**config.mk**
```make
export PLATFORM = sky130hd
export DESIGN_NAME = spi_minion_top
export DESIGN_NICKNAME = d
export VERILOG_FILES = /design/src/spi_pkg.sv /design/src/spi_shift_stage.sv /design/src/msg_queue.sv /design/src/spi_minion_adapter.sv /design/src/spi_minion_top.sv
export SDC_FILE = /design/constraint.sdc
export NUM_CORES = 1
export LEC_CHECK = 0
export ABC_CLOCK_PERIOD_IN_PS = 3400
export BUFFER_PORTS_ARGS = -buffer_cell sky130_fd_sc_hd__clkbuf_2
export CORE_ASPECT_RATIO = 0.5
export CORE_MARGIN = 1
export CORE_UTILIZATION = 40
export DETAILED_ROUTE_END_ITERATION = 6
export GPL_ROUTABILITY_DRIVEN = 0
export SYNTH_ARGS = -nofsm -noshare
export SYNTH_HDL_FRONTEND = slang
export SYNTH_SLANG_ARGS = --single-unit
```
**constraint.sdc**
```tcl
create_clock -name clk -period 3.4 [get_ports clk]
set_clock_uncertainty 0.2 [all_clocks]
set_input_delay 0.68 -clock clk [delete_from_list [all_inputs] [get_ports clk]]
set_output_delay 0.68 -clock clk [all_outputs]
set_load 0.01 [all_outputs]
```
**src/spi_pkg.sv**
```systemverilog
// Shared definitions for the SPI minion bridge.
// Frame and payload sizes, queue depth and free-count width.
// Frame union with the push (received) and pull (transmit) views.

package spi_pkg;

  localparam int FRAME_BITS  = 10;  // Two flag bits plus payload.
  localparam int DATA_BITS   = 8;   // Payload byte.
  localparam int QUEUE_DEPTH = 2;   // Entries per message queue.
  localparam int FREE_BITS   = 2;   // Holds 0 to QUEUE_DEPTH.

  // One shift-register word, read two ways.
  // The host's frame arrives in the push view; the reply is built in the pull view.
  typedef union packed {
    struct packed {
      logic                 val_wrt;  // Host writes data into the mc queue.
      logic                 val_rd;   // Host asks for a byte from the cm queue.
      logic [DATA_BITS-1:0] data;     // Byte written by the host.
    } push;
    struct packed {
      logic                 spc;      // Room left in the mc queue.
      logic                 val;      // Data holds a popped byte.
      logic [DATA_BITS-1:0] data;     // Byte returned to the host.
    } pull;
  } spi_frame_u;

endpackage

```
**src/spi_shift_stage.sv**
```systemverilog
// SPI shift stage.
// Two-flop pin synchronizer, sclk and cs edge detection,
// frame shift register with miso output and frame-end strobes.

module spi_shift_stage
  import spi_pkg::*;
(
  input  logic       clk,
  input  logic       reset,
  input  logic       sclk,
  input  logic       cs,
  input  logic       mosi,
  input  spi_frame_u pull_frame,
  output logic       miso,
  output logic       push_en,
  output logic       pull_en,
  output spi_frame_u push_frame
);

  logic [1:0]            sclk_sync;     // Synchronizer chains, bit 1 is stable.
  logic [1:0]            cs_sync;
  logic [1:0]            mosi_sync;
  logic                  sclk_prev;     // Edge-detect history.
  logic                  cs_prev;
  logic                  sclk_rise;
  logic                  sclk_fall;
  logic                  cs_rise;
  logic                  cs_active;
  logic                  frame_strobe;
  logic [FRAME_BITS-1:0] shift_reg;

  // Pin synchronizer and edge history.
  always_ff @(posedge clk) begin
    if (reset) begin
      sclk_sync <= 2'b00;
      cs_sync   <= 2'b11;               // Chip select idles high.
      mosi_sync <= 2'b00;
      sclk_prev <= 1'b0;
      cs_prev   <= 1'b1;
    end else begin
      sclk_sync <= {sclk_sync[0], sclk};
      cs_sync   <= {cs_sync[0], cs};
      mosi_sync <= {mosi_sync[0], mosi};
      sclk_prev <= sclk_sync[1];
      cs_prev   <= cs_sync[1];
    end
  end

  always_comb begin
    cs_active = ~cs_sync[1];                  // Active low select.
    sclk_rise = cs_active & sclk_sync[1] & ~sclk_prev;
    sclk_fall = cs_active & ~sclk_sync[1] & sclk_prev;
    cs_rise   = cs_sync[1] & ~cs_prev;        // End of a frame.
  end

  // One strobe per frame end, shared by push and pull.
  always_ff @(posedge clk) begin
    if (reset) begin
      frame_strobe <= 1'b0;
    end else begin
      frame_strobe <= cs_rise;
    end
  end

  // Shift in on rising sclk; reload with the reply at frame end.
  always_ff @(posedge clk) begin
    if (reset) begin
      shift_reg <= '0;
    end else if (frame_strobe) begin
      shift_reg <= pull_frame;
    end else if (sclk_rise) begin
      shift_reg <= {shift_reg[FRAME_BITS-2:0], mosi_sync[1]};
    end
  end

  // The first bit goes out at reload, the rest on falling sclk.
  always_ff @(posedge clk) begin
    if (reset) begin
      miso <= 1'b0;
    end else if (frame_strobe) begin
      miso <= pull_frame.pull.spc;            // MSB of the next reply.
    end else if (sclk_fall) begin
      miso <= shift_reg[FRAME_BITS-1];
    end
  end

  assign push_en    = frame_strobe;
  assign pull_en    = frame_strobe;
  assign push_frame = shift_reg;              // Still the received frame during the strobe.

endmodule

```
**src/msg_queue.sv**
```systemverilog
// Message queue for the bridge.
// Circular buffer of QUEUE_DEPTH bytes with val/rdy on both sides
// and a free-entry count.

module msg_queue
  import spi_pkg::*;
(
  input  logic                 clk,
  input  logic                 reset,
  input  logic [DATA_BITS-1:0] recv_msg,
  input  logic                 recv_val,
  output logic                 recv_rdy,
  output logic [DATA_BITS-1:0] send_msg,
  output logic                 send_val,
  input  logic                 send_rdy,
  output logic [FREE_BITS-1:0] num_free
);

  logic [DATA_BITS-1:0]           mem [QUEUE_DEPTH];
  logic [$clog2(QUEUE_DEPTH)-1:0] wr_ptr;
  logic [$clog2(QUEUE_DEPTH)-1:0] rd_ptr;
  logic [FREE_BITS-1:0]           count;
  logic                           do_enq;
  logic                           do_deq;

  assign recv_rdy = (count != FREE_BITS'(QUEUE_DEPTH));  // No bypass when full.
  assign send_val = (count != '0);
  assign send_msg = mem[rd_ptr];
  assign num_free = FREE_BITS'(QUEUE_DEPTH) - count;

  assign do_enq = recv_val & recv_rdy;
  assign do_deq = send_val & send_rdy;

  // Storage.
  always_ff @(posedge clk) begin
    if (do_enq) begin
      mem[wr_ptr] <= recv_msg;
    end
  end

  // Pointers and occupancy.
  always_ff @(posedge clk) begin
    if (reset) begin
      wr_ptr <= '0;
      rd_ptr <= '0;
      count  <= '0;
    end else begin
      if (do_enq) begin
        wr_ptr <= (wr_ptr == ($clog2(QUEUE_DEPTH))'(QUEUE_DEPTH - 1)) ? '0 : wr_ptr + 1'b1;
      end
      if (do_deq) begin
        rd_ptr <= (rd_ptr == ($clog2(QUEUE_DEPTH))'(QUEUE_DEPTH - 1)) ? '0 : rd_ptr + 1'b1;
      end
      if (do_enq && !do_deq) begin
        count <= count + 1'b1;
      end else if (do_deq && !do_enq) begin
        count <= count - 1'b1;
      end
    end
  end

endmodule

```
**src/spi_minion_adapter.sv**
```systemverilog
// Minion adapter.
// Turns frame-end push and pull strobes into queue val/rdy traffic,
// builds the reply frame and forms the send-side parity.

module spi_minion_adapter
  import spi_pkg::*;
(
  input  logic                 push_en,
  input  logic                 pull_en,
  input  spi_frame_u           push_frame,
  input  logic [FREE_BITS-1:0] mc_num_free,
  input  logic                 mc_recv_rdy,
  input  logic [DATA_BITS-1:0] cm_send_msg,
  input  logic                 cm_send_val,
  input  logic [DATA_BITS-1:0] send_msg,
  input  logic                 send_val,
  output spi_frame_u           pull_frame,
  output logic                 mc_recv_val,
  output logic                 cm_send_rdy,
  output logic                 parity
);

  logic open_entries;   // More than one mc slot free.
  logic popped;

  always_comb begin
    open_entries = (mc_num_free > FREE_BITS'(1));
    mc_recv_val  = push_en & push_frame.push.val_wrt;     // Dropped by the queue when full.
    cm_send_rdy  = push_en & pull_en & push_frame.push.val_rd;
    popped       = cm_send_rdy & cm_send_val;

    // Space remains after this frame's write, if it has one.
    pull_frame.pull.spc  = mc_recv_rdy & (~mc_recv_val | open_entries);
    pull_frame.pull.val  = popped;
    pull_frame.pull.data = cm_send_msg & {DATA_BITS{popped}};  // Zero when nothing popped.
  end

  assign parity = (^send_msg) & send_val;   // Even parity of the waiting byte.

endmodule

```
**src/spi_minion_top.sv**
```systemverilog
// SPI minion bridge top level.
// Shift stage, minion adapter and the two message queues.

module spi_minion_top
  import spi_pkg::*;
(
  input  logic                 clk,
  input  logic                 reset,
  input  logic                 sclk,
  input  logic                 cs,
  input  logic                 mosi,
  output logic                 miso,
  input  logic [DATA_BITS-1:0] recv_msg,
  input  logic                 recv_val,
  output logic                 recv_rdy,
  output logic [DATA_BITS-1:0] send_msg,
  output logic                 send_val,
  input  logic                 send_rdy,
  output logic                 parity
);

  logic                 push_en;
  logic                 pull_en;
  spi_frame_u           push_frame;
  spi_frame_u           pull_frame;
  logic [FREE_BITS-1:0] mc_num_free;
  logic                 mc_recv_val;
  logic                 mc_recv_rdy;
  logic [DATA_BITS-1:0] cm_send_msg;
  logic                 cm_send_val;
  logic                 cm_send_rdy;

  spi_shift_stage shift_i (
    .clk        (clk),
    .reset      (reset),
    .sclk       (sclk),
    .cs         (cs),
    .mosi       (mosi),
    .pull_frame (pull_frame),
    .miso       (miso),
    .push_en    (push_en),
    .pull_en    (pull_en),
    .push_frame (push_frame)
  );

  spi_minion_adapter adapter_i (
    .push_en     (push_en),
    .pull_en     (pull_en),
    .push_frame  (push_frame),
    .mc_num_free (mc_num_free),
    .mc_recv_rdy (mc_recv_rdy),
    .cm_send_msg (cm_send_msg),
    .cm_send_val (cm_send_val),
    .send_msg    (send_msg),
    .send_val    (send_val),
    .pull_frame  (pull_frame),
    .mc_recv_val (mc_recv_val),
    .cm_send_rdy (cm_send_rdy),
    .parity      (parity)
  );

  // Controller to minion, read by the host.
  msg_queue cm_q (
    .clk      (clk),
    .reset    (reset),
    .recv_msg (recv_msg),
    .recv_val (recv_val),
    .recv_rdy (recv_rdy),
    .send_msg (cm_send_msg),
    .send_val (cm_send_val),
    .send_rdy (cm_send_rdy),
    .num_free ()
  );

  // Minion to controller, written by the host.
  msg_queue mc_q (
    .clk      (clk),
    .reset    (reset),
    .recv_msg (push_frame.push.data),
    .recv_val (mc_recv_val),
    .recv_rdy (mc_recv_rdy),
    .send_msg (send_msg),
    .send_val (send_val),
    .send_rdy (send_rdy),
    .num_free (mc_num_free)
  );

endmodule

```
==> results.md <==
* FFs w/ async S/R, synth at 0%
* FF-to-FF Start: shift_i.pull_en
* Row cnt at 19
* Synth cell types at 27
* CTS Buf Count at 9
* Final period util at between 80 and 90%
* Met1 WL at approximately 2200 um
* Ranking of synthesized cells by area: edfxtp_1, dfxtp_1, mux2_2, xor2_1, nor2_1
* Type of origin of the critical path: flip-flop
* Final setup vio count at 0
* Crit-path cells: mux2i_1, xnor2_1, xnor3_1, nor2_1, clkbuf_2
* Setup TNS at 0 ns
* Reg-to-Reg End: mc_q.count[1]
* Status: complete, no violations
* Met2 wire len at 1706 um
* Drt initial violations at 109
* Post-CTS Resized at 0
* Crit path arrival time at slightly below 2 ns
* Total Wirelength at roughly 4200 um
* Total Power at around 1.8 mW
* GRT Util Overall at between 10% and 20%
* Fin. Hold Viols at 0
* Vias per cell at 4.913
* Die height at 57.45 um
* Cell taking the most area after synthesis: edfxtp_1
* Commonest register cell after synthesis: edfxtp_1
* Post-route DRC at 0
* Worst Reg-to-Reg Cells at 7
* Num Clock Sinks at 62
* Hold WC Path Type: reg2reg
* Synthesis Warnings at 0
* Post-synthesis register bit count at 62
* Post-DP HPWL at 2893 um
* Synth top cells by count: edfxtp_1, dfxtp_1, nor2_1
* Pleak at 1.139 nW
* Placed cell count at about 280
* Clock latency on the worst-skew pair at around 0.32 ns
* Initial antenna violation count at 0
* Crit path capture: parity
* I/O Pins at 27
* CP required at 2.52 ns
* RSZ-0062 raised after global routing: no
* Initial Utilization at between 40% and 50%
* Root Buffer: clkbuf_16
* Netlist Area Pre-Place at 2460 um2
* Met3 routed WL at 239 um
* I/O Buffers at 26
* First-pass GRT wire length at about 7000 um
* CTS tree: built
* Congestion Overflow GR at 0
* Via count at ~1500
* Min setup slack post-route at 0.5367 ns
* Largest net degree at the start of global routing at 31
* Fmax at 349.3 MHz
* Maximum clock path buffer count at 2
* Share of layout cells above drive strength 1 at around 27%
* CTS hold repair buffers at 0
* Top cell type's share of synthesized area at around 39%
* Drt pass-1 iters at 4
* Number of flops mapped to enable cells by yosys at 32
* Die ar. at roughly 6500 um2
* Critical path class: reg2out
* CP max stage cell: dfxtp_1
* Power density over the cells at ~630 nW/um2
* Setup bufs post-CTS at 0
* Max IR drop VDD at between 200 and 250 uV
* WHS at roughly 0.19 ns
* Vias in the first global route at about 1500
* Most numerous cell in the Yosys netlist: edfxtp_1
* Max Cap Viol at 0
* Nets at 241
* DP Area at ~2600 um2
* Fin. max-slew vios at 0
* Syn_nets at approximately 210
* Cells after Synth at between 150 and 200
* CP max FO at 12
* DR top layer: met4
* Post-route ant nets at 0
* R2R Setup Slk at between 1 and 1.5 ns
* Fin cells at 300
* Largest stage delay on the critical path at around 0.6 ns
* Die X-Extent at between 100 and 150 um
* Seq/Total Area, Yosys at around 63%
* Wire per inst at around 14 um
* H-Tree Depth at 3
* Period minus WS final at between 2 and 3 ns
* Final Util at 51.23%
* Core area at between 5000 and 6000 um2
* Layout overhead on the synthesized area at 18.82%
* Crit. End Element: output port
* Fin area at 2923 um2
* Diode count at 0
* Worst-Margin Slew at between 0.6 and 0.7 ns
* Synth Area per Inst at 12.75 um2
* Worst rel slew slack at 55.31%
* Pre-CTS setup slack at 0.8472 ns
* Clock slew at reported path FFs at about 0.05 ns
==> layout by cell type, fill, tap and decap left out, types with 2 or more instances in the layout <==
cell,netlist,routed
a21oi_1,6,6
a221oi_1,10,10
and3_1,2,2
clkbuf_16,0,9
clkbuf_2,0,26
clkinv_1,0,2
clkinv_2,0,3
dfxtp_1,30,30
edfxtp_1,32,32
ha_1,4,4
inv_1,7,7
mux2_2,16,16
mux2i_1,2,2
nand2_1,7,7
nor2_1,24,24
nor2b_1,5,5
nor3_1,9,9
nor3b_1,2,2
o21ai_0,3,3
or2_2,5,5
or3_1,2,2
xnor2_1,3,3
xor2_1,11,11
==> power breakdown <==
group          switching, mW  internal [mW]  leakage [nW]  total, mW
Combinational         0.0696         0.0648         0.456      0.134
Clock                  0.292          0.556         0.141      0.849
Sequential            0.0248          0.828         0.542      0.853
Total                  0.387           1.45          1.14       1.84
==> critical path: cells and delay by family (launching register included) <==
| kind | cells | cell delay (ns) |
|---|---|---|
| xor gates and xnor gates | 2 | 0.53 |
| buffers and inverters | 1 | 0.14 |
| DFF | 1 | 0.61 |
| muxes | 1 | 0.29 |
| and+or+nand+nor | 1 | 0.09 |
==> registers in the layout, summed over array words and instances (netlist names), 2 cells and up, named ones only <==
register            count
cm_q.count              2
shift_i.cs_sync         2
mc_q.count              2
shift_i.mosi_sync       2
shift_i.sclk_sync       2
mc_q.mem               16
shift_i.push_frame     10
cm_q.mem               16
==> kinds of logic (layout without fill, tap and decap cells) <==
kind of cell    after synthesis  count (layout)  share of synthesized area [%]
compound gates               21              21                          6.104
buf+inv                      15              49                          2.696
simple gates                 57              57                          10.99
xor+xnor                     16              16                          6.562
fa+ha+maj                     4               4                          2.035
flops                        62              62                          63.48
mux                          18              18                          8.138
==> cell type report <==
type / count / area, um2
fillers: 514 / 2783
flip-flops and latches: 62 / 1562
multi-input cells: 116 / 832.0
clock buffers: 10 / 229.0
repair buffers: 26 / 130.1
well taps: 73 / 91.34
clock inverters: 6 / 52.55
inverters: 7 / 26.28
==> metal layers <==
layer | vias up | track usage (%)
met2 | 47 | 20.19
met5 | - | 0
li1 | 739 | -
met4 | 0 | 9.023
met1 | 678 | 20.04
met3 | 10 | 6.482
==> worst min-delay path by stage <==
stage,from,end,depth (start not counted)
global route,shift_i.cs_prev,shift_i.pull_en,1
global placement,shift_i.cs_prev,shift_i.pull_en,1
detailed placement,shift_i.cs_prev,shift_i.pull_en,1
finish,shift_i.cs_prev,shift_i.pull_en,1
floorplan,shift_i.cs_prev,shift_i.pull_en,1
CTS,shift_i.cs_prev,shift_i.pull_en,1
(Power assumes the default switching activity.)
